<file path="config.mk">
export PLATFORM = sky130hd
export DESIGN_NAME = mem_datapath
export DESIGN_NICKNAME = d
export VERILOG_FILES = /design/src/common/lc3b_pkg.sv /design/src/mem_datapath/mem_datapath.sv /design/src/mem_datapath/cond_branch_unit.sv /design/src/mem_datapath/writeback_select.sv /design/src/mem_datapath/mem_port_regs.sv
export SDC_FILE = /design/constraint.sdc
export NUM_CORES = 1
export LEC_CHECK = 0
export ABC_AREA = 1
export BUFFER_PORTS_ARGS = -buffer_cell sky130_fd_sc_hd__buf_2
export CAP_MARGIN = 10
export CORE_ASPECT_RATIO = 0.5
export CORE_MARGIN = 2
export CORE_UTILIZATION = 32
export CTS_CLUSTER_SIZE = 25
export DETAILED_ROUTE_END_ITERATION = 8
export SYNTH_ARGS = -nofsm -noshare
export SYNTH_HDL_FRONTEND = slang
export SYNTH_SLANG_ARGS = --single-unit
</file>
<file path="constraint.sdc">
create_clock -name clk -period 1.75 [get_ports clk]
set_input_delay 0.35 -clock clk [delete_from_list [all_inputs] [get_ports clk]]
set_output_delay 0.35 -clock clk [all_outputs]
set_load 0.01 [all_outputs]
</file>
<file path="src/common/lc3b_pkg.sv">
package lc3b_pkg;

    // ----------------------------------------------------------------------
    // basic datapath types
    // ----------------------------------------------------------------------
    typedef logic [15:0] lc3b_word;
    typedef logic [7:0]  lc3b_byte;
    typedef logic [2:0]  lc3b_nzp;       // n, z, p from msb to lsb.

    // ----------------------------------------------------------------------
    // multiplexer selectors
    // ----------------------------------------------------------------------
    typedef enum logic [2:0] {
        MAR_ALU   = 3'd0,
        MAR_PC    = 3'd1,
        MAR_BRADD = 3'd2,
        MAR_MDATA = 3'd3,                // memory read data for indirect loads.
        MAR_TRAP  = 3'd4
    } marmux_sel_e;

    typedef enum logic [1:0] {
        MDR_ALU    = 2'd0,
        MDR_MDATA  = 2'd1,
        MDR_SR1_HI = 2'd2                // sr1 in the high byte for odd-byte stores.
    } mdrmux_sel_e;

    typedef enum logic [2:0] {
        RF_ALU   = 3'd0,
        RF_MDR   = 3'd1,
        RF_BRADD = 3'd2,
        RF_PC    = 3'd3,
        RF_ZEXT8 = 3'd4,
        RF_SHIFT = 3'd5,
        RF_LDB   = 3'd6
    } regfilemux_sel_e;

    typedef struct packed {
        logic            load_mar;
        logic            load_mdr;
        logic            load_cc;
        logic            mem_read;
        logic            mem_write;
        logic [1:0]      mem_byte_enable;
        marmux_sel_e     marmux_sel;
        mdrmux_sel_e     mdrmux_sel;
        regfilemux_sel_e regfilemux_sel;
    } lc3b_control_word;

    // ----------------------------------------------------------------------
    // instruction word views
    // ----------------------------------------------------------------------
    typedef struct packed {
        logic [3:0] opcode;
        lc3b_nzp    nzp;
        logic [8:0] offset9;             // low byte doubles as the trap vector.
    } lc3b_br_view_t;

    typedef struct packed {
        logic [3:0] opcode;
        logic [2:0] dr;
        logic [2:0] sr;
        logic       a;
        logic       d;
        logic [3:0] imm4;
    } lc3b_shf_view_t;

    typedef union packed {
        lc3b_br_view_t  br;
        lc3b_shf_view_t shf;
    } lc3b_instr_u;

endpackage : lc3b_pkg
</file>
<file path="src/mem_datapath/mem_datapath.sv">
`timescale 1ns/1ps

module mem_datapath (
    input  logic                       clk,
    input  logic                       rst_n,
    input  lc3b_pkg::lc3b_control_word ctrl,
    input  lc3b_pkg::lc3b_word         alu_out,
    input  lc3b_pkg::lc3b_word         pc_out,
    input  lc3b_pkg::lc3b_word         br_add_out,
    input  lc3b_pkg::lc3b_word         sr1_out,
    input  lc3b_pkg::lc3b_instr_u      instruction,
    input  lc3b_pkg::lc3b_word         rdata,
    output logic                       read,
    output logic                       write,
    output logic [1:0]                 wmask,
    output lc3b_pkg::lc3b_word         address,
    output lc3b_pkg::lc3b_word         wdata,
    output lc3b_pkg::lc3b_word         regfile_data,
    output logic                       br_en
);

    // ----------------------------------------------------------------------
    // memory facing registers
    // ----------------------------------------------------------------------
    mem_port_regs u_mem_port_regs (
        .clk         (clk),
        .rst_n       (rst_n),
        .ctrl        (ctrl),
        .alu_out     (alu_out),
        .pc_out      (pc_out),
        .br_add_out  (br_add_out),
        .sr1_out     (sr1_out),
        .rdata       (rdata),
        .instruction (instruction),
        .read        (read),
        .write       (write),
        .wmask       (wmask),
        .address     (address),
        .mdr_value   (wdata)           // the mdr is also the store data.
    );

    // ----------------------------------------------------------------------
    // write-back and condition codes
    // ----------------------------------------------------------------------
    writeback_select u_writeback_select (
        .ctrl_sel     (ctrl.regfilemux_sel),
        .alu_out      (alu_out),
        .pc_out       (pc_out),
        .br_add_out   (br_add_out),
        .sr1_out      (sr1_out),
        .mdr_value    (wdata),
        .address      (address),
        .instruction  (instruction),
        .regfile_data (regfile_data)
    );

    cond_branch_unit u_cond_branch_unit (
        .clk          (clk),
        .rst_n        (rst_n),
        .load_cc      (ctrl.load_cc),
        .regfile_data (regfile_data),
        .instruction  (instruction),
        .br_en        (br_en)
    );

endmodule : mem_datapath

</file>
<file path="src/mem_datapath/cond_branch_unit.sv">
`timescale 1ns/1ps

module cond_branch_unit (
    input  logic                  clk,
    input  logic                  rst_n,
    input  logic                  load_cc,
    input  lc3b_pkg::lc3b_word    regfile_data,
    input  lc3b_pkg::lc3b_instr_u instruction,
    output logic                  br_en
);

    import lc3b_pkg::*;

    lc3b_nzp gencc_out;
    lc3b_nzp cc;

    // exactly one flag is set for any word.
    always_comb
    begin
        if (regfile_data[15])
            gencc_out = 3'b100;
        else if (regfile_data == '0)
            gencc_out = 3'b010;
        else
            gencc_out = 3'b001;
    end

    always_ff @(posedge clk or negedge rst_n)
    begin
        if (!rst_n)
            cc <= '0;
        else if (load_cc)
            cc <= gencc_out;
    end

    // ----------------------------------------------------------------------
    // branch enable
    // ----------------------------------------------------------------------
    assign br_en = |(cc & instruction.br.nzp);   // any flag requested by the branch.

endmodule : cond_branch_unit

</file>
<file path="src/mem_datapath/writeback_select.sv">
`timescale 1ns/1ps

module writeback_select (
    input  lc3b_pkg::regfilemux_sel_e ctrl_sel,
    input  lc3b_pkg::lc3b_word        alu_out,
    input  lc3b_pkg::lc3b_word        pc_out,
    input  lc3b_pkg::lc3b_word        br_add_out,
    input  lc3b_pkg::lc3b_word        sr1_out,
    input  lc3b_pkg::lc3b_word        mdr_value,
    input  lc3b_pkg::lc3b_word        address,
    input  lc3b_pkg::lc3b_instr_u     instruction,
    output lc3b_pkg::lc3b_word        regfile_data
);

    import lc3b_pkg::*;

    lc3b_word shift_out;
    lc3b_word zext8_out;
    lc3b_word ldb_out;
    lc3b_byte ldb_byte;
    logic     shift_a;
    logic     shift_d;
    logic [3:0] shift_amt;

    // ----------------------------------------------------------------------
    // shifter
    // ----------------------------------------------------------------------
    assign shift_a   = instruction.shf.a;
    assign shift_d   = instruction.shf.d;
    assign shift_amt = instruction.shf.imm4;

    always_comb
    begin
        if (!shift_d)
            shift_out = sr1_out << shift_amt;
        else if (!shift_a)
            shift_out = sr1_out >> shift_amt;
        else
            shift_out = lc3b_word'($signed(sr1_out) >>> shift_amt);   // keeps the sign bit.
    end

    // ----------------------------------------------------------------------
    // byte paths
    // ----------------------------------------------------------------------
    // the mar parity picks which half of the loaded word holds the byte.
    assign ldb_byte  = address[0] ? mdr_value[15:8] : mdr_value[7:0];
    assign ldb_out   = {8'h00, ldb_byte};
    assign zext8_out = {8'h00, mdr_value[7:0]};

    // ----------------------------------------------------------------------
    // register file source
    // ----------------------------------------------------------------------
    always_comb
    begin
        case (ctrl_sel)
            RF_ALU:   regfile_data = alu_out;
            RF_MDR:   regfile_data = mdr_value;
            RF_BRADD: regfile_data = br_add_out;
            RF_PC:    regfile_data = pc_out;
            RF_ZEXT8: regfile_data = zext8_out;
            RF_SHIFT: regfile_data = shift_out;
            RF_LDB:   regfile_data = ldb_out;
            default:  regfile_data = '0;          // code 7 is not used.
        endcase
    end

endmodule : writeback_select

</file>
<file path="src/mem_datapath/mem_port_regs.sv">
`timescale 1ns/1ps

module mem_port_regs (
    input  logic                       clk,
    input  logic                       rst_n,
    input  lc3b_pkg::lc3b_control_word ctrl,
    input  lc3b_pkg::lc3b_word         alu_out,
    input  lc3b_pkg::lc3b_word         pc_out,
    input  lc3b_pkg::lc3b_word         br_add_out,
    input  lc3b_pkg::lc3b_word         sr1_out,
    input  lc3b_pkg::lc3b_word         rdata,
    input  lc3b_pkg::lc3b_instr_u      instruction,
    output logic                       read,
    output logic                       write,
    output logic [1:0]                 wmask,
    output lc3b_pkg::lc3b_word         address,
    output lc3b_pkg::lc3b_word         mdr_value
);

    import lc3b_pkg::*;

    lc3b_word trap_addr;
    lc3b_word marmux_out;
    lc3b_word mdrmux_out;

    // the strobes come straight from the control word.
    assign read  = ctrl.mem_read;
    assign write = ctrl.mem_write;
    assign wmask = ctrl.mem_byte_enable;

    // ----------------------------------------------------------------------
    // address side
    // ----------------------------------------------------------------------
    assign trap_addr = {7'b0, instruction.br.offset9[7:0], 1'b0};   // word index to byte address.

    always_comb
    begin
        case (ctrl.marmux_sel)
            MAR_ALU:   marmux_out = alu_out;
            MAR_PC:    marmux_out = pc_out;
            MAR_BRADD: marmux_out = br_add_out;
            MAR_MDATA: marmux_out = rdata;
            MAR_TRAP:  marmux_out = trap_addr;
            default:   marmux_out = '0;
        endcase
    end

    always_ff @(posedge clk or negedge rst_n)
    begin
        if (!rst_n)
            address <= '0;
        else if (ctrl.load_mar)
            address <= marmux_out;
    end

    // ----------------------------------------------------------------------
    // data side
    // ----------------------------------------------------------------------
    always_comb
    begin
        case (ctrl.mdrmux_sel)
            MDR_ALU:    mdrmux_out = alu_out;
            MDR_MDATA:  mdrmux_out = rdata;
            MDR_SR1_HI: mdrmux_out = {sr1_out[7:0], 8'h00};   // odd byte lane of a stb.
            default:    mdrmux_out = '0;
        endcase
    end

    always_ff @(posedge clk or negedge rst_n)
    begin
        if (!rst_n)
            mdr_value <= '0;
        else if (ctrl.load_mdr)
            mdr_value <= mdrmux_out;
    end

endmodule : mem_port_regs

</file>
==> impl_metrics.tcl <==
set metrics [dict create \
    floorplan.initialDensity_pct 32.97 \
    slowest_delay_ns 0.16 \
    synthCells 734 \
    yosysTopAreaCell "nand2_1" \
    boundaryPins 166 \
    first_pass_iters 5 \
    die_area_sq_um 14150 \
    die_y_um 85.12 \
    setup_tns_ns -2.304 \
    p_int_mw 2.322 \
    setup_violations 18 \
    reg2regPathDepth 11 \
    cp-end-kind "primary output" \
    placed_area_sq_um 5881 \
    r2r_slack_ns 0.06 \
    synth_top_area_share_pct 26.65 \
    slowest_stage "buf_4" \
    crit_fanout 5 \
    synth-async-reset-ratio_pct 100.0 \
    r2r_start "u_mem_port_regs.address[0]$_DFFE_PN0P_" \
    crit_chain "buf_12 > buf_12 > nor3_2 > buf_4 > nand2_2 > nand2_2 > nand3b_1 > a21oi_2 > nand3_2 > nand2_2 > buf_6" \
    cts_buffers 5 \
    fin_ws_ns -0.1742 \
    ys.flop_type "dfrtp_1" \
    worstPathArrival_ns 1.57 \
    wl_per_cell_um 16.90 \
    relSlewSlack_pct 57.63 \
    num_rows 29 \
    combPwrFrac_pct 46.9 \
    crit_end "regfile_data[15]" \
    vias_per_cell 5.384 \
    synthTopCellsByCount "299 x nand2_1, 131 x nand3_1, 44 x inv_1" \
    p_seq_share_pct 26.2 \
    cts_root_buffer "clkbuf_16" \
    maxSlewViolCount 0 \
    ys_types 37 \
    finalHoldViolCount 0 \
    dp_hpwl_um 14700 \
    syn_nets 847 \
    n_fill_cell 1302 \
    gr-usage-all-layers_pct 26.02 \
    ys_ff_latch 35 \
    drc 0 \
    syn_to_final_growth_pct 62.27 \
    portBuffers 152 \
    nets 1079 \
    path_depth 11 \
    leakagePower_nw 3.471 \
    required_ns 1.40 \
    register_area_sq_um 878.3 \
    timing.final.crit_share_pct 110.0 \
    ant_nets 0 \
    routabilityCongestion 0.9317 \
    worst_pin_slew_ns 0.6322 \
    hold_class "input port to asynchronous set/reset pin" \
    syn_avg_cell_area_sq_um 5.738 \
    power_switching_mw 1.408 \
    crit_family "simple AND/OR/NAND/NOR gates" \
    ys_warn_count 0 \
    p_per_area_nw_per_um2 545.8 \
    clock-sinks 35 \
    grt_pass1_vias 5735 \
    clockPowerShare_pct 26.9 \
    grt_start_max_net_pins 36 \
    crit_path_frequent_cell "nand2_2" \
    status "complete, but fails checks" \
    path_clk_slew_ns 0.06 \
    yosysMostFrequentCell "nand2_1" \
    wl_um 19200 \
    ir_worst_vdd_v 0.0005424 \
    cp_num_buf_inv 4 \
    htreeDepth 2 \
    coreArea_sq_um 12770 \
    post-place-ws_ns -0.3486 \
    clk_latency_ns 0.28 \
    yosys-top-cells-area "nand2_1 27%, dfrtp_1 21%, nand3_1 16%, inv_1 3.9%, o21ai_0 3.8%" \
    die_width_um 166.2 \
    first_iter_violations 606 \
    grt_pass1_wl_um 29570 \
    num_vias 6116 \
    syn_area_sq_um 4212 \
    power.share.switching_pct 37.75 \
    synth-seq-area-share_pct 20.80 \
    grt_overflow 0 \
    multi_input_area_sq_um 3502 \
    worst_setup_path_start_kind "input port" \
    antenna_found_initial 0 \
    cap_violations 0 \
    diodes 0 \
    cts_tree "built" \
    violations "setup timing" \
    synth_edf_count 0 \
    cts.path.max_buffers 2 \
    cp-startpoint "instruction[0]" \
    rsz0062_at_grt "true" \
    drive_above_1_share_pct 44.41 \
    fin_area_sq_um 6834 \
    min_period_ns 1.924 \
    crit_type "input port to primary output" \
    fmax_mhz 519.7 \
    skew_ns 0.008131 \
    r2r-end "u_cond_branch_unit.cc[0]$_DFFE_PN0P_" \
]
==> worst min path at each step <==
stage / cells after the start / from / slack [ns] / to
final: 2 / rst_n / 0.12 / u_mem_port_regs.address[14]$_DFFE_PN0P_
after detailed placement: 2 / rst_n / 0.43 / u_mem_port_regs.address[14]$_DFFE_PN0P_
after global placement: 2 / rst_n / 0.43 / u_mem_port_regs.address[14]$_DFFE_PN0P_
after floorplan: 0 / rst_n / 0.05 / u_cond_branch_unit.cc[0]$_DFFE_PN0P_
after global routing: 2 / rst_n / 0.16 / u_mem_port_regs.address[14]$_DFFE_PN0P_
after CTS: 2 / rst_n / 0.14 / u_mem_port_regs.address[14]$_DFFE_PN0P_
==> timing repair <==
item / 4_1_cts / 5_1_grt
cloned: 1 / 0
endpoints found under the setup margin: 18 / 23
hold buffers: 0 / 0
pin swaps: 21 / 20
resized for setup: 76 / 95
setup buffers: 5 / 7
==> power by group through the flow <==
stage               registers (mW)  clock network [mW]  logic [mW]
floorplan                     1.01                   0       0.743
global placement             0.983                   0        1.48
detailed placement           0.984                   0        1.48
CTS                          0.975                1.01        1.60
global route                 0.988                1.05        1.90
finish                       0.978                1.00        1.75
==> layout by cell type (no fill, tap or decap), drive strengths merged, types with 2 or more instances in the layout <==
master / instances
dfrtp: 35
nor3: 7
clkbuf: 6
clkinv: 2
a221oi: 12
o22ai: 6
nand3: 136
o211ai: 4
inv: 49
a31oi: 8
o2111ai: 14
nand2: 306
nand3b: 2
nand4: 7
buf: 266
o21ai: 34
a21oi: 18
nor2: 36
mux2: 12
and2: 2
==> registers in the layout (all words and copies together) (netlist names) <==
name                       flops
u_cond_branch_unit.cc          3
u_mem_port_regs.address       16
u_mem_port_regs.mdr_value     16
==> kinds of logic after synthesis <==
kind of cell           synth area share, %
AND/OR/NAND/NOR                      50.77
multiplexers                         3.209
AO/OA/AOI/OAI                        15.00
buffers and inverters                10.22
flip-flops                           20.80
==> stage by stage <==
stage	utilization (%)	total power, mW	cells	hold WS [ns]
2_1_floorplan	-	1.749	734	0.05441
3_3_place_gp	46.04	2.459	1116	0.4269
3_5_place_dp	46.04	2.465	1116	0.4261
4_1_cts	50.05	3.586	1129	0.1355
5_1_grt	53.51	3.936	1136	0.1591
6_report	53.51	3.730	1136	0.1213
==> metal layers <==
metal	vias to the layer above	wire length [um]	share of wire [%]	track usage, %
li1	2955	-	-	-
met1	2858	8573	45	36.19
met5	-	0	0	0
met4	0	278	1.4	5.643
met3	23	1457	7.6	3.591
met2	280	8885	46	43.46
==> layout make-up <==
class	count	share of cell area [%]
clock buffer	6	1.886
inverter	52	3.277
timing repair buffer	266	27.19
clock inverter	1	0.4394
tap	170	3.112
sequential	35	12.85
multi-input combinational	606	51.25
(Power assumes the default switching activity.)
